### src/rtl/osf_pkg.sv
`default_nettype none

package osf_pkg;

	////////////////////
	// datapath widths
	////////////////////

	localparam int W_IN_DEF  = 18;	// input sample width
	localparam int W_OUT_DEF = 18;	// output sample width
	localparam int W_ORT_DEF = 4;	// log_ovr field, windows up to 2^15
	localparam int W_DELAY   = 16;	// inter-window skip count

	// gain is signed fixed point, 256 is unity
	localparam int W_GAIN    = 16;
	localparam int GAIN_FRAC = 8;	// fractional bits of gain

	////////////////////
	// front panel map
	////////////////////

	localparam int W_FP_ADDR = 2;

	typedef enum logic [W_FP_ADDR-1:0] {
		FP_LOG_OVR     = 2'd0,	// log2 of oversample ratio
		FP_CYCLE_DELAY = 2'd1,	// valid strobes skipped between windows
		FP_GAIN        = 2'd2,	// signed gain word
		FP_ACTIVATE    = 2'd3	// bit 0 is channel enable
	} fp_addr_t;

endpackage

`default_nettype wire

### src/rtl/fp_ctrl.sv
`timescale 1ns/1ns
`default_nettype none

module fp_ctrl #(
	parameter int W_ORT = 4	// width of log2 oversample ratio
) (
	input  logic                               clk_in,
	input  logic                               reset_in,

	// front panel write port
	input  logic                               fp_wr_in,	// single cycle strobe
	input  osf_pkg::fp_addr_t                  fp_addr_in,
	input  logic [15:0]                        fp_data_in,

	// update qualification
	input  logic                               update_en_in,	// level
	input  logic                               update_in,	// pulse

	// active settings -> datapath
	output logic [W_ORT-1:0]                   log_ovr,
	output logic [osf_pkg::W_DELAY-1:0]        cycle_delay,
	output logic signed [osf_pkg::W_GAIN-1:0]  gain,
	output logic                               active,
	output logic                               apply	// one cycle after update
);

	import osf_pkg::*;

	////////////////////
	// shadow bank
	////////////////////

	// host writes land here, datapath never sees them directly
	logic [W_ORT-1:0]          sh_log_ovr;
	logic [W_DELAY-1:0]        sh_cycle_delay;
	logic signed [W_GAIN-1:0]  sh_gain;
	logic                      sh_active;

	logic                      do_update;	// qualified update this cycle

	assign do_update = update_in & update_en_in;	// ignored when not enabled

	always_ff @(posedge clk_in) begin
		if (reset_in) begin
			sh_log_ovr     <= '0;
			sh_cycle_delay <= '0;
			sh_gain        <= '0;
			sh_active      <= 1'b0;
		end else if (fp_wr_in) begin
			case (fp_addr_in)
				FP_LOG_OVR: begin
					sh_log_ovr <= fp_data_in[W_ORT-1:0];	// upper bits dropped
				end
				FP_CYCLE_DELAY: begin
					sh_cycle_delay <= fp_data_in[W_DELAY-1:0];
				end
				FP_GAIN: begin
					sh_gain <= signed'(fp_data_in[W_GAIN-1:0]);
				end
				FP_ACTIVATE: begin
					sh_active <= fp_data_in[0];	// enable level
				end
				default: begin
					sh_active <= sh_active;
				end
			endcase
		end
	end

	////////////////////
	// active bank
	////////////////////

	// copy on a qualified update
	// values and apply show up together on the next cycle
	always_ff @(posedge clk_in) begin
		if (reset_in) begin
			log_ovr     <= '0;
			cycle_delay <= '0;
			gain        <= '0;
			active      <= 1'b0;
		end else if (do_update) begin
			log_ovr     <= sh_log_ovr;
			cycle_delay <= sh_cycle_delay;
			gain        <= sh_gain;
			active      <= sh_active;
		end
	end

	// apply strobe, restarts the filter window
	always_ff @(posedge clk_in) begin
		if (reset_in) begin
			apply <= 1'b0;
		end else begin
			apply <= do_update;	// high for exactly one cycle per update
		end
	end

endmodule

`default_nettype wire

### src/rtl/oversample_filter.sv
`timescale 1ns/1ns
`default_nettype none

module oversample_filter #(
	parameter int W_IN  = 18,	// sample width
	parameter int W_ORT = 4	// log_ovr width
) (
	input  logic                         clk_in,
	input  logic                         reset_in,

	// samples from upstream
	input  logic signed [W_IN-1:0]       data_in,
	input  logic                         data_valid_in,	// may come on any cycle

	// settings from fp_ctrl
	input  logic [W_ORT-1:0]             log_ovr,
	input  logic [osf_pkg::W_DELAY-1:0]  cycle_delay,
	input  logic                         active,
	input  logic                         apply,

	// window mean out
	output logic signed [W_IN-1:0]       mean,
	output logic                         mean_valid
);

	import osf_pkg::*;

	// sum of 2^(2^W_ORT - 1) samples needs this many bits
	localparam int W_ACC = W_IN + 2**W_ORT - 1;
	// counter covers both window count and delay count
	localparam int W_CNT = (2**W_ORT > W_DELAY) ? 2**W_ORT : W_DELAY;

	typedef enum logic [1:0] {
		ST_IDLE,
		ST_SAMPLE,
		ST_SEND,
		ST_DELAY
	} state_t;

	state_t                    state;
	state_t                    state_nxt;

	logic [W_CNT-1:0]          count;	// valid strobes seen in this state
	logic [W_CNT-1:0]          cnt_inc;
	logic [W_CNT-1:0]          win_last;	// 2^log_ovr - 1
	logic signed [W_ACC-1:0]   sum;
	logic signed [W_ACC-1:0]   sum_shift;
	logic                      window_done;
	logic                      delay_done;
	logic                      restart;	// clear count

	////////////////////
	// decode
	////////////////////

	assign cnt_inc  = count + 1'b1;
	assign win_last = (W_CNT'(1) << log_ovr) - 1'b1;

	// strobe that completes the window
	assign window_done = data_valid_in && (state == ST_SAMPLE) && (count == win_last);
	// last strobe to discard
	assign delay_done  = data_valid_in && (state == ST_DELAY) && (cnt_inc == W_CNT'(cycle_delay));

	always_comb begin
		state_nxt = state;
		case (state)
			ST_IDLE:   state_nxt = ST_SAMPLE;	// only reached with active high
			ST_SAMPLE: if (window_done) state_nxt = ST_SEND;
			ST_SEND:   state_nxt = (cycle_delay == '0) ? ST_SAMPLE : ST_DELAY;
			ST_DELAY:  if (delay_done) state_nxt = ST_SAMPLE;
			default:   state_nxt = ST_IDLE;
		endcase
		if (apply) begin
			state_nxt = ST_SAMPLE;	// fresh window on new settings
		end
		if (!active) begin
			state_nxt = ST_IDLE;	// deactivated channel parks here
		end
	end

	assign restart = (state_nxt != state) || apply || !active;

	////////////////////
	// state and count
	////////////////////

	always_ff @(posedge clk_in) begin
		if (reset_in) begin
			state <= ST_IDLE;
			count <= '0;
		end else begin
			state <= state_nxt;
			if (restart) begin
				count <= '0;
			end else if (data_valid_in && (state == ST_SAMPLE || state == ST_DELAY)) begin
				count <= cnt_inc;	// send cycle strobes fall through
			end
		end
	end

	// accumulator, held through SEND then cleared
	always_ff @(posedge clk_in) begin
		if (apply || !active || state != ST_SAMPLE) begin
			sum <= '0;
		end else if (data_valid_in) begin
			sum <= sum + {{(W_ACC-W_IN){data_in[W_IN-1]}}, data_in};	// sign extend
		end
	end

	////////////////////
	// output
	////////////////////

	assign sum_shift  = sum >>> log_ovr;	// floor divide by 2^log_ovr
	assign mean       = sum_shift[W_IN-1:0];	// mean fits in input width
	assign mean_valid = (state == ST_SEND);

endmodule

`default_nettype wire

### src/rtl/output_scaler.sv
`timescale 1ns/1ns
`default_nettype none

module output_scaler #(
	parameter int W_IN  = 18,	// mean width
	parameter int W_OUT = 18	// output width
) (
	input  logic                               clk_in,
	input  logic                               reset_in,

	// mean from filter
	input  logic signed [W_IN-1:0]             mean,
	input  logic                               mean_valid,

	// gain from fp_ctrl
	input  logic signed [osf_pkg::W_GAIN-1:0]  gain,

	// scaled result
	output logic signed [W_OUT-1:0]            data_out,
	output logic                               data_valid_out,
	output logic                               sat_out	// valid with data_valid_out only
);

	import osf_pkg::*;

	localparam int W_PROD = W_IN + W_GAIN;	// full signed product

	// clamp limits, sign extended to product width
	localparam logic signed [W_PROD-1:0] OUT_MAX = {{(W_PROD-W_OUT+1){1'b0}}, {(W_OUT-1){1'b1}}};
	localparam logic signed [W_PROD-1:0] OUT_MIN = {{(W_PROD-W_OUT+1){1'b1}}, {(W_OUT-1){1'b0}}};

	logic signed [W_PROD-1:0]  prod;	// stage 1
	logic                      prod_valid;
	logic signed [W_PROD-1:0]  prod_shift;

	////////////////////
	// stage 1 multiply
	////////////////////

	always_ff @(posedge clk_in) begin
		prod <= mean * gain;	// no reset on payload
	end

	always_ff @(posedge clk_in) begin
		if (reset_in) begin
			prod_valid <= 1'b0;
		end else begin
			prod_valid <= mean_valid;
		end
	end

	////////////////////
	// stage 2 saturate
	////////////////////

	assign prod_shift = prod >>> GAIN_FRAC;	// drop fraction, floor

	always_ff @(posedge clk_in) begin
		if (prod_shift > OUT_MAX) begin
			data_out <= OUT_MAX[W_OUT-1:0];	// clip high
			sat_out  <= 1'b1;
		end else if (prod_shift < OUT_MIN) begin
			data_out <= OUT_MIN[W_OUT-1:0];	// clip low
			sat_out  <= 1'b1;
		end else begin
			data_out <= prod_shift[W_OUT-1:0];
			sat_out  <= 1'b0;
		end
	end

	always_ff @(posedge clk_in) begin
		if (reset_in) begin
			data_valid_out <= 1'b0;
		end else begin
			data_valid_out <= prod_valid;	// two cycles after mean_valid
		end
	end

endmodule

`default_nettype wire

### src/rtl/osf_channel_top.sv
`timescale 1ns/1ns
`default_nettype none

module osf_channel_top #(
	parameter int W_IN  = osf_pkg::W_IN_DEF,
	parameter int W_OUT = osf_pkg::W_OUT_DEF,
	parameter int W_ORT = osf_pkg::W_ORT_DEF
) (
	input  logic                      clk_in,
	input  logic                      reset_in,

	// sample stream
	input  logic signed [W_IN-1:0]    data_in,
	input  logic                      data_valid_in,

	// front panel
	input  logic                      fp_wr_in,
	input  osf_pkg::fp_addr_t         fp_addr_in,
	input  logic [15:0]               fp_data_in,
	input  logic                      update_en_in,
	input  logic                      update_in,

	// scaled output
	output logic signed [W_OUT-1:0]   data_out,
	output logic                      data_valid_out,
	output logic                      sat_out
);

	import osf_pkg::*;

	////////////////////
	// internal nets
	////////////////////

	logic [W_ORT-1:0]          log_ovr;
	logic [W_DELAY-1:0]        cycle_delay;
	logic signed [W_GAIN-1:0]  gain;
	logic                      active;
	logic                      apply;	// settings just changed

	logic signed [W_IN-1:0]    mean;
	logic                      mean_valid;

	// settings and activation
	fp_ctrl #(
		.W_ORT (W_ORT)
	) i_fp_ctrl (
		.clk_in       (clk_in),
		.reset_in     (reset_in),
		.fp_wr_in     (fp_wr_in),
		.fp_addr_in   (fp_addr_in),
		.fp_data_in   (fp_data_in),
		.update_en_in (update_en_in),
		.update_in    (update_in),
		.log_ovr      (log_ovr),
		.cycle_delay  (cycle_delay),
		.gain         (gain),
		.active       (active),
		.apply        (apply)
	);

	// window average
	oversample_filter #(
		.W_IN  (W_IN),
		.W_ORT (W_ORT)
	) i_oversample_filter (
		.clk_in        (clk_in),
		.reset_in      (reset_in),
		.data_in       (data_in),
		.data_valid_in (data_valid_in),
		.log_ovr       (log_ovr),
		.cycle_delay   (cycle_delay),
		.active        (active),
		.apply         (apply),
		.mean          (mean),
		.mean_valid    (mean_valid)
	);

	// gain and clamp
	output_scaler #(
		.W_IN  (W_IN),
		.W_OUT (W_OUT)
	) i_output_scaler (
		.clk_in         (clk_in),
		.reset_in       (reset_in),
		.mean           (mean),
		.mean_valid     (mean_valid),
		.gain           (gain),
		.data_out       (data_out),
		.data_valid_out (data_valid_out),
		.sat_out        (sat_out)
	);

endmodule

`default_nettype wire

### config.mk
export PLATFORM = sky130hd
export DESIGN_NAME = osf_channel_top
export DESIGN_NICKNAME = d
export VERILOG_FILES = /design/src/rtl/osf_pkg.sv /design/src/rtl/fp_ctrl.sv /design/src/rtl/oversample_filter.sv /design/src/rtl/output_scaler.sv /design/src/rtl/osf_channel_top.sv
export SDC_FILE = /design/constraint.sdc
export NUM_CORES = 1
export LEC_CHECK = 0
export ABC_AREA = 1
export BUFFER_PORTS_ARGS = -buffer_cell sky130_fd_sc_hd__buf_4
export CORE_MARGIN = 1
export CORE_UTILIZATION = 45
export DETAILED_ROUTE_END_ITERATION = 8
export GPL_ROUTABILITY_DRIVEN = 0
export PLACE_DENSITY = 0.7
export SLEW_MARGIN = 20
export SYNTH_ARGS = -nofsm -noshare
export SYNTH_HDL_FRONTEND = slang
export SYNTH_SLANG_ARGS = --single-unit
### constraint.sdc
create_clock -name clk_in -period 13.82 [get_ports clk_in]
set_input_delay 4.146 -clock clk_in [delete_from_list [all_inputs] [get_ports clk_in]]
set_output_delay 4.146 -clock clk_in [all_outputs]
set_load 0.05 [all_outputs]
Yosys cells after proc, flatten, opt, wreduce, memory -nomap -nowiden
Cells that the tools add are included.

Logic and storage cells: 63. Flip-flop bits (word level): 181.

Shift-type cells: 2. Reductions and logical operators: 19. Bitwise gates (word level): 1. Multipliers: 1. $lt $le $gt $ge: 2. Eq/ne operators: 10. Muxes and demuxes: 8. $add $sub $neg: 3.

Operators with widths (count): multiplier 18 x 16 -> 34 bit (1); adder 33 bit (1); >>> shifter 33 x 4 -> 18 bit (1); equality test 16 bit (2); > comparator 26 x 18 -> 1 bit, second input constant (1); less-than comparator 26 x 18 -> 1 bit, second input constant (1); two-way mux 18 bit (1); adder 16 x 1 -> 16 bit, second input constant (1); logical NOT 16 bit (1); << shifter 1 x 4 -> 16 bit, first input constant (1); subtractor 16 x 1 -> 16 bit, second input constant (1); two-way mux 2 bit (5); equality test 2 bit, second input constant (4); one-hot mux 2 bit (4 select lines) (1); AND reduction 2 bit (4); logical AND 1 bit (5); logical OR 1 bit (5); equality test 2 x 1 -> 1 bit, second input constant (2); logical NOT 2 bit (2); != test 2 x 1 -> 1 bit, second input constant (1); != test 2 bit (1); OR reduction 2 bit (1); bitwise AND 1 bit (1); logical NOT 1 bit (1); two-way mux 1 bit (1).

Depth between registers and ports, before layout
Gate-level depths: netlist of the first run.

Depth in word-level cells: 12. Mapped depth: 37. Gate-level depth less buffers: 34.

By module
From an unflattened synthesis of the first run, not the netlist that was laid out.

Cell total of the unflattened synthesis: 3169. Area, all modules: 21882.2 um^2.

Modules (own cells, without submodules): output_scaler (cells each 1753, area an instance 13058.8 um^2, times used 1); oversample_filter (cells each 1013, area an instance 5973.2 um^2, times used 1); fp_ctrl (cells each 403, area an instance 2850.2 um^2, times used 1).

Least setup slack after synthesis of the first run
No wires, ideal clock.

Kind: reg-to-reg. Start point: register i_fp_ctrl.log_ovr[0]. End point: register i_output_scaler.prod[33]. Required time: 13708 ps. Path slack: 7145 ps. Library setup time: 112 ps. Buffers on the path: 4. Period minus slack after synthesis: 6675 ps. Cell stages (with the launch flop): 34. Arrival: 6563 ps. Path through: dfxtp_1 -> buf_6 -> buf_8 -> buf_6 -> nand2_1 -> o21ai_1 -> inv_2 -> nand2_1 -> o21ai_1 -> o21ai_1 -> nand2_1 -> nand2_2 -> inv_2 -> buf_2 -> nor2_2 -> inv_1 -> fa_1 -> inv_1 -> fa_1 -> fa_1 -> inv_1 -> fa_1 -> inv_1 -> fa_1 -> inv_1 -> fa_1 -> inv_1 -> ha_1 -> a21oi_1 -> nor3_1 -> a2111oi_0 -> nand2_1 -> nand2_1 -> nand2_1.

Longest elaborated chain between the ends: 2.

Ends and longest elaborated chain: from (decl) (RTL line fp_ctrl.sv:20) `output logic [W_ORT-1:0] log_ovr,`; from (signal assigned) (RTL line fp_ctrl.sv:83) `log_ovr <= sh_log_ovr;`; >>> shifter 33 x 4 -> 18 bit (RTL line oversample_filter.sv:114) `assign sum_shift = sum >>> log_ovr;`; multiplier 18 x 16 -> 34 bit (RTL line output_scaler.sv:41) `prod <= mean * gain;`; to (signal assigned) (RTL line output_scaler.sv:41); to (decl) (RTL line output_scaler.sv:32) `logic signed [W_PROD-1:0] prod;`.

Every way passes these cells. A chain may end at the register's enable or synchronous reset.

Worst setup path after layout of the first run
Start point: register i_fp_ctrl.log_ovr[3]. End point: register i_output_scaler.prod[33].

Same word-level chain as after synthesis.

==> results of run 1 <==
## power breakdown
| group | switching (mW) | internal [mW] |
|---|---|---|
| logic | 0.438 | 0.212 |
| registers | 0.0374 | 0.566 |
| clock network | 0.231 | 0.268 |
| total | 0.707 | 1.05 |
## tightest hold or removal path, cell delays in order (launching register included)
cell     delay, ns
dfxtp_1       0.30
inv_1         0.04
nor2_1        0.03
## flip-flops by register name, summed over array words and instances, names as in the netlist, 16 cells and up
| register | count |
|---|---|
| i_fp_ctrl.gain | 16 |
| i_output_scaler.prod | 26 |
| i_fp_ctrl.cycle_delay | 16 |
| i_fp_ctrl.sh_gain | 16 |
| i_oversample_filter.count | 16 |
| i_fp_ctrl.sh_cycle_delay | 16 |
| i_output_scaler.data_out | 18 |
| i_oversample_filter.sum | 33 |
## metrics by stage
| step | hold slack (ns) | cells |
|---|---|---|
| 2_1_floorplan | 0.388 | 2832 |
| 3_3_place_gp | 0.398 | 3418 |
| 3_5_place_dp | 0.397 | 3418 |
| 4_1_cts | 0.407 | 3450 |
| 5_1_grt | 0.426 | 3450 |
| 6_report | 0.404 | 3450 |
## worst paths after layout
kind / to / slack (ns) / from
worst max register to register: i_output_scaler.prod[33] / 6.08 / i_fp_ctrl.log_ovr[3]
worst min-delay path: i_output_scaler.data_valid_out / 0.40 / i_output_scaler.prod_valid
worst max-delay path: i_output_scaler.prod[33] / 6.08 / i_fp_ctrl.log_ovr[3]
worst min register to register: i_output_scaler.data_valid_out / 0.40 / i_output_scaler.prod_valid
## cell type report
class                           instances  area (um^2)  share of cell area
Sequential cell                       173         3460               0.155
Clock buffer                           21          470              0.0210
Multi-Input combinational cell       2008        14900               0.667
Inverter                              569         2140              0.0955
Clock inverter                         11          125             0.00559
Tap cell                              600          751              0.0335
Timing Repair Buffer                   68          510              0.0228
## kinds of logic (layout without fill, tap and decap cells)
| group | count (synthesis) | in the layout |
|---|---|---|
| AOI/OAI and AO/OA | 407 | 407 |
| and+or+nand+nor | 1125 | 1125 |
| DFF | 173 | 173 |
| buffers and inverters | 651 | 669 |
| adders and majority gates | 407 | 407 |
| muxes | 2 | 2 |
| xor gates and xnor gates | 67 | 67 |
## per-layer routing
layer,global-route usage,vias to the layer above,share of wire
met2,0.408,701,0.46
met1,0.308,8686,0.42
met4,0.118,0,0.043
li1,-,8682,-
met5,0,-,0
met3,0.0515,158,0.077
## cells in the final DEF (no fill, tap or decap), drive strengths merged, types with 2 or more instances in the layout
| cell | netlist | routed |
|---|---|---|
| nand2 | 578 | 578 |
| inv | 563 | 568 |
| nor2 | 388 | 388 |
| fa | 290 | 290 |
| o21ai | 209 | 209 |
| dfxtp | 173 | 173 |
| a21oi | 133 | 133 |
| ha | 117 | 117 |
| nand3 | 107 | 107 |
| buf | 30 | 68 |
| xor2 | 43 | 43 |
| xnor2 | 24 | 24 |
| nor3 | 24 | 24 |
| clkbuf | 52 | 21 |
| a31oi | 13 | 13 |
| nand4 | 13 | 13 |
| a21o | 9 | 9 |
| nor4 | 9 | 9 |
| o211ai | 9 | 9 |
| o21bai | 8 | 8 |
| clkinv | 6 | 8 |
| o21a | 5 | 5 |
| a22o | 4 | 4 |
| a21boi | 4 | 4 |
| or2 | 3 | 3 |
| clkinvlp | 0 | 3 |
| a22oi | 2 | 2 |
| mux2i | 2 | 2 |
| a311oi | 2 | 2 |
| a221oi | 2 | 2 |
| a2111oi | 2 | 2 |
| and2 | 2 | 2 |
==> flow_summary.ini, run 1 <==
[worst_setup_path]
r2r_cells = 29
critPathBufInv = 8
start_kind = flip-flop
crit_family = adder cells
crit_path_end_kind = flip-flop
critPathSlowestCell = dfxtp_1
path_common_cell = inv_1
criticalPathCategory = reg2reg
worstPathArrival_ns = 8.12
cp_num_cells = 29
crit_required_ns = 14.19
crit_fanout = 19
worst_path_largest_cell_delay_ns = 1.00

[yosys]
synth_mux_area_frac = 0.000956
yosysMostFrequentCell = nand2_1
yosys.area_share.simple = 0.230
synth_adder_area_share = 0.347
synth_compound_area_frac = 0.106
seq_area_frac_synth = 0.165
synth_edf_count = 0
syn_avg_cell_area_um2 = 7.39
yosys_warnings = 0
ys_top_cells_by_count = nand2_1 (546), inv_1 (536), nor2_1 (358), fa_1 (290)
synth.distinct_cells = 58
syn_inst = 2832
syn_area_mm2 = 0.0209
async_reset_ff_frac = 0
synthFlopType = dfxtp_1
ys_seq_elements = 173
synth.top_cell.area_share = 0.277
yosys.area.top_type = fa_1
synth_nets = 3281
synth-xor-area-share = 0.0284
yosys-top-cells-area = fa_1 (28%), dfxtp_1 (17%), nand2_1 (9.8%), inv_1 (9.6%), ha_1 (7.0%)
synth_top_family_by_area = adder cells

[clocking]
post_cts_buffers = 0
clock-sinks = 173
cts_resized = 0
cts_htree_levels = 4
cts_hold_buffers = 0
cts_tree = built
max-clock-path-buffers = 2
cts_buffers = 17
clock_latency_ns = 0.50
cts_root_buf = clkbuf_16
clkSlewWorstSetupHoldPaths_ns = 0.07

[layout]
synthToLayoutAreaGrowth_pct = 6.89
antenna_cells = 0
drive_above_1_share = 0.0719
fin_util = 0.490
fin_nets = 3286
design_area_mm2 = 0.0224
n_fill_cell = 4451

[sta]
timing.setup.tns_ns = 0
finalHoldViolations = 0
min_period_ns = 7.74
slew_viol_final = 0
layout_worst_path_cycle_share = 0.560
maxSlewHeadroom = 0.313
fmax_mhz = 129
fin_ws_ns = 6.08
rsz0062_at_grt = false
setup_viol = 0
worst_pin_slew_ns = 1.03
worst_clock_skew_ns = 0.0254

[die]
ios = 62
die_area_mm2 = 0.0474
die_x_um = 218
die_height_um = 218
fp.coreArea_mm2 = 0.0457
rows = 78
start_util = 0.458

[placement]
placed_area_mm2 = 0.0218
pre_cts_slack_ns = 6.24
io_buffers = 61
dp_hpwl_um = 45600

[min_path]
holdPathStages = 2
holdCritPathClass = reg2reg

[run_status]
status = finished clean

[global_route]
antenna_found_initial = 0
grt_pass1_vias = 18500
grt_pass1_wl_um = 92300
grt_overflow = 0
grt_max_degree = 76
grtUsageTotal = 0.247

[detailed_routing]
vias = 18200
totalWireLength_um = 55800
postRouteAntennaNets = 0
drc = 0
viasPerCell = 5.28
drtIter0Drc = 1526
dr.pass1.iters = 8
post_drt_wl_per_cell_um = 16.2

[pwr]
p_leak_nw = 10.9
p_per_area_mw_per_mm2 = 78.3
totalPowerFinal_mw = 1.75
vdd_drop_max_mv = 0.129

[run]
max_cap_viol_count = 0
No activity file was read; power rests on OpenSTA's default activity.
==> run 2, diff against run 1 <==
--- a/config.mk
+++ b/config.mk
@@ -11,7 +11,7 @@
 export CORE_UTILIZATION = 45
 export DETAILED_ROUTE_END_ITERATION = 8
 export GPL_ROUTABILITY_DRIVEN = 0
-export PLACE_DENSITY = 0.7
+export PLACE_DENSITY = 0.72
 export SLEW_MARGIN = 20
 export SYNTH_ARGS = -nofsm -noshare
 export SYNTH_HDL_FRONTEND = slang
==> constraint.sdc (replaced) <==
create_clock -name clk_in -period 6.4 [get_ports clk_in]
set_input_delay 1.92 -clock clk_in [delete_from_list [all_inputs] [get_ports clk_in]]
set_output_delay 1.92 -clock clk_in [all_outputs]
set_load 0.05 [all_outputs]
==> run 2 against run 1 <==
Compared with the run above: the run now ends with negative setup slack left; global-route usage is 1.2 points higher; design area is 14% higher; clock power is 120% higher; sequential power rose by 110%; final cell count up 7.9%; largest power group unchanged.
==> flow_summary.ini, run 2 (synthesis results as in run 1) <==
[sta]
slew_viol_final = 0
rsz0062_at_grt = true
fmax_mhz = 153
timing.setup.tns_ns = -0.568
maxSlewHeadroom = 0.300
setup_viol = 6
worst_clock_skew_ns = 0.0188
finalHoldViolations = 0
worst_pin_slew_ns = 1.05
min_period_ns = 6.55
layout_worst_path_cycle_share = 1.02
fin_ws_ns = -0.154

[detailed_routing]
dr.pass1.iters = 6
totalWireLength_um = 60800
vias = 19800
postRouteAntennaNets = 0
post_drt_wl_per_cell_um = 16.3
drc = 0
viasPerCell = 5.32
drtIter0Drc = 2007

[worst_setup_path]
start_kind = flip-flop
critPathSlowestCell = fa_1
worst_path_largest_cell_delay_ns = 0.54
critPathBufInv = 8
worstPathArrival_ns = 6.94
criticalPathCategory = reg2reg
crit_family = adder cells
crit_fanout = 13
crit_path_end_kind = flip-flop
path_common_cell = fa_1
crit_required_ns = 6.78

[pwr]
p_per_area_mw_per_mm2 = 167
internal-power_mw = 2.49
p_leak_nw = 12.4
comb_power_share = 0.434
vdd_drop_max_mv = 0.250
pwr-share-clk = 0.263
p_seq_frac = 0.302
power_switching_mw = 1.76
p_sw_frac = 0.414
totalPowerFinal_mw = 4.25

[global_route]
grt_max_degree = 76
grtUsageTotal = 0.260
grt_overflow = 0
grt_pass1_vias = 19900
antenna_found_initial = 0
grt_pass1_wl_um = 97300

[placement]
placed_area_mm2 = 0.0237
dp_cells = 3666
dp_hpwl_um = 47700
io_buffers = 61
pre_cts_slack_ns = -0.238

[layout]
layout_common_cells = nand2_1 (521), inv_1 (520), nor2_1 (332)
largest_reg_flops = 33
synthToLayoutAreaGrowth_pct = 21.8
antenna_cells = 0
finalNonFillerCells = 3721
design_area_mm2 = 0.0255
top_regs = i_oversample_filter.sum x33, i_output_scaler.prod x26, i_output_scaler.data_out x18
layout_commonest_cell = nand2_1
n_fill_cell = 4086
drive_above_1_share = 0.207
fin_nets = 3557
largest-register = i_oversample_filter.sum

[die]
die_height_um = 218
die_x_um = 218
die_area_mm2 = 0.0474
fp.coreArea_mm2 = 0.0457
rows = 78
ios = 62
start_util = 0.458

[clocking]
clkSlewWorstSetupHoldPaths_ns = 0.08
max-clock-path-buffers = 2
cts_buffers = 17
cts_tree = built
cts_htree_levels = 4
cts_root_buf = clkbuf_16
clock-sinks = 173
clock_latency_ns = 0.50

[run]
max_cap_viol_count = 0

[run_status]
status = complete, but fails checks
violations = negative setup slack

[min_path]
holdCritPathClass = reg2reg
[run 2: cell type report]
type | instances | area (um^2) | area share
multi-input combinational | 2008 | 15800 | 0.620
sequential | 173 | 3470 | 0.136
timing repair buffer | 339 | 2690 | 0.105
inverter | 569 | 2170 | 0.0851
tap | 600 | 751 | 0.0294
clock buffer | 17 | 425 | 0.0167
clock inverter | 15 | 193 | 0.00755
[run 2: path summary, 6_finish.rpt]
| check | start | endpoint | slack, ns | depth (start not counted) |
|---|---|---|---|---|
| worst min register to register | i_output_scaler.prod[33] | i_output_scaler.data_out[17] | 0.39 | 0 |
| worst max-delay path | i_fp_ctrl.log_ovr[0] | i_output_scaler.prod[31] | -0.15 | 29 |
| worst min-delay path | i_output_scaler.prod[33] | i_output_scaler.data_out[17] | 0.39 | 0 |
| worst max register to register | i_fp_ctrl.log_ovr[0] | i_output_scaler.prod[31] | -0.15 | 29 |
[run 2: power groups by stage]
stage | clock network [mW] | registers (mW) | logic, mW
2_1_floorplan | 0 | 1.47 | 0.872
3_3_place_gp | 0 | 1.31 | 1.60
3_5_place_dp | 0 | 1.31 | 1.64
4_1_cts | 1.14 | 1.29 | 1.68
5_1_grt | 1.18 | 1.30 | 2.01
6_report | 1.12 | 1.29 | 1.85
[run 2: timing repair]
item	in CTS	in global routing
pin swaps	12	75
gates cloned	0	1
hold buffers	0	0
buffers inserted	6	16
endpoints found under the setup margin	18	22
resized for setup	62	194
[run 2: metrics by stage]
step / util / hold slack, ns
6_report: 0.558 / 0.391
5_1_grt: 0.558 / 0.413
4_1_cts: 0.539 / 0.396
3_5_place_dp: 0.519 / 0.384
3_3_place_gp: 0.519 / 0.388
2_1_floorplan: - / 0.388
[run 2: routing by layer]
layer | global-route usage | up-vias | wire length, um
li1 | - | 9253 | -
met1 | 0.322 | 9416 | 23900
met2 | 0.434 | 921 | 28900
met3 | 0.0616 | 197 | 5590
met4 | 0.102 | 0 | 2450
met5 | 0 | - | 0
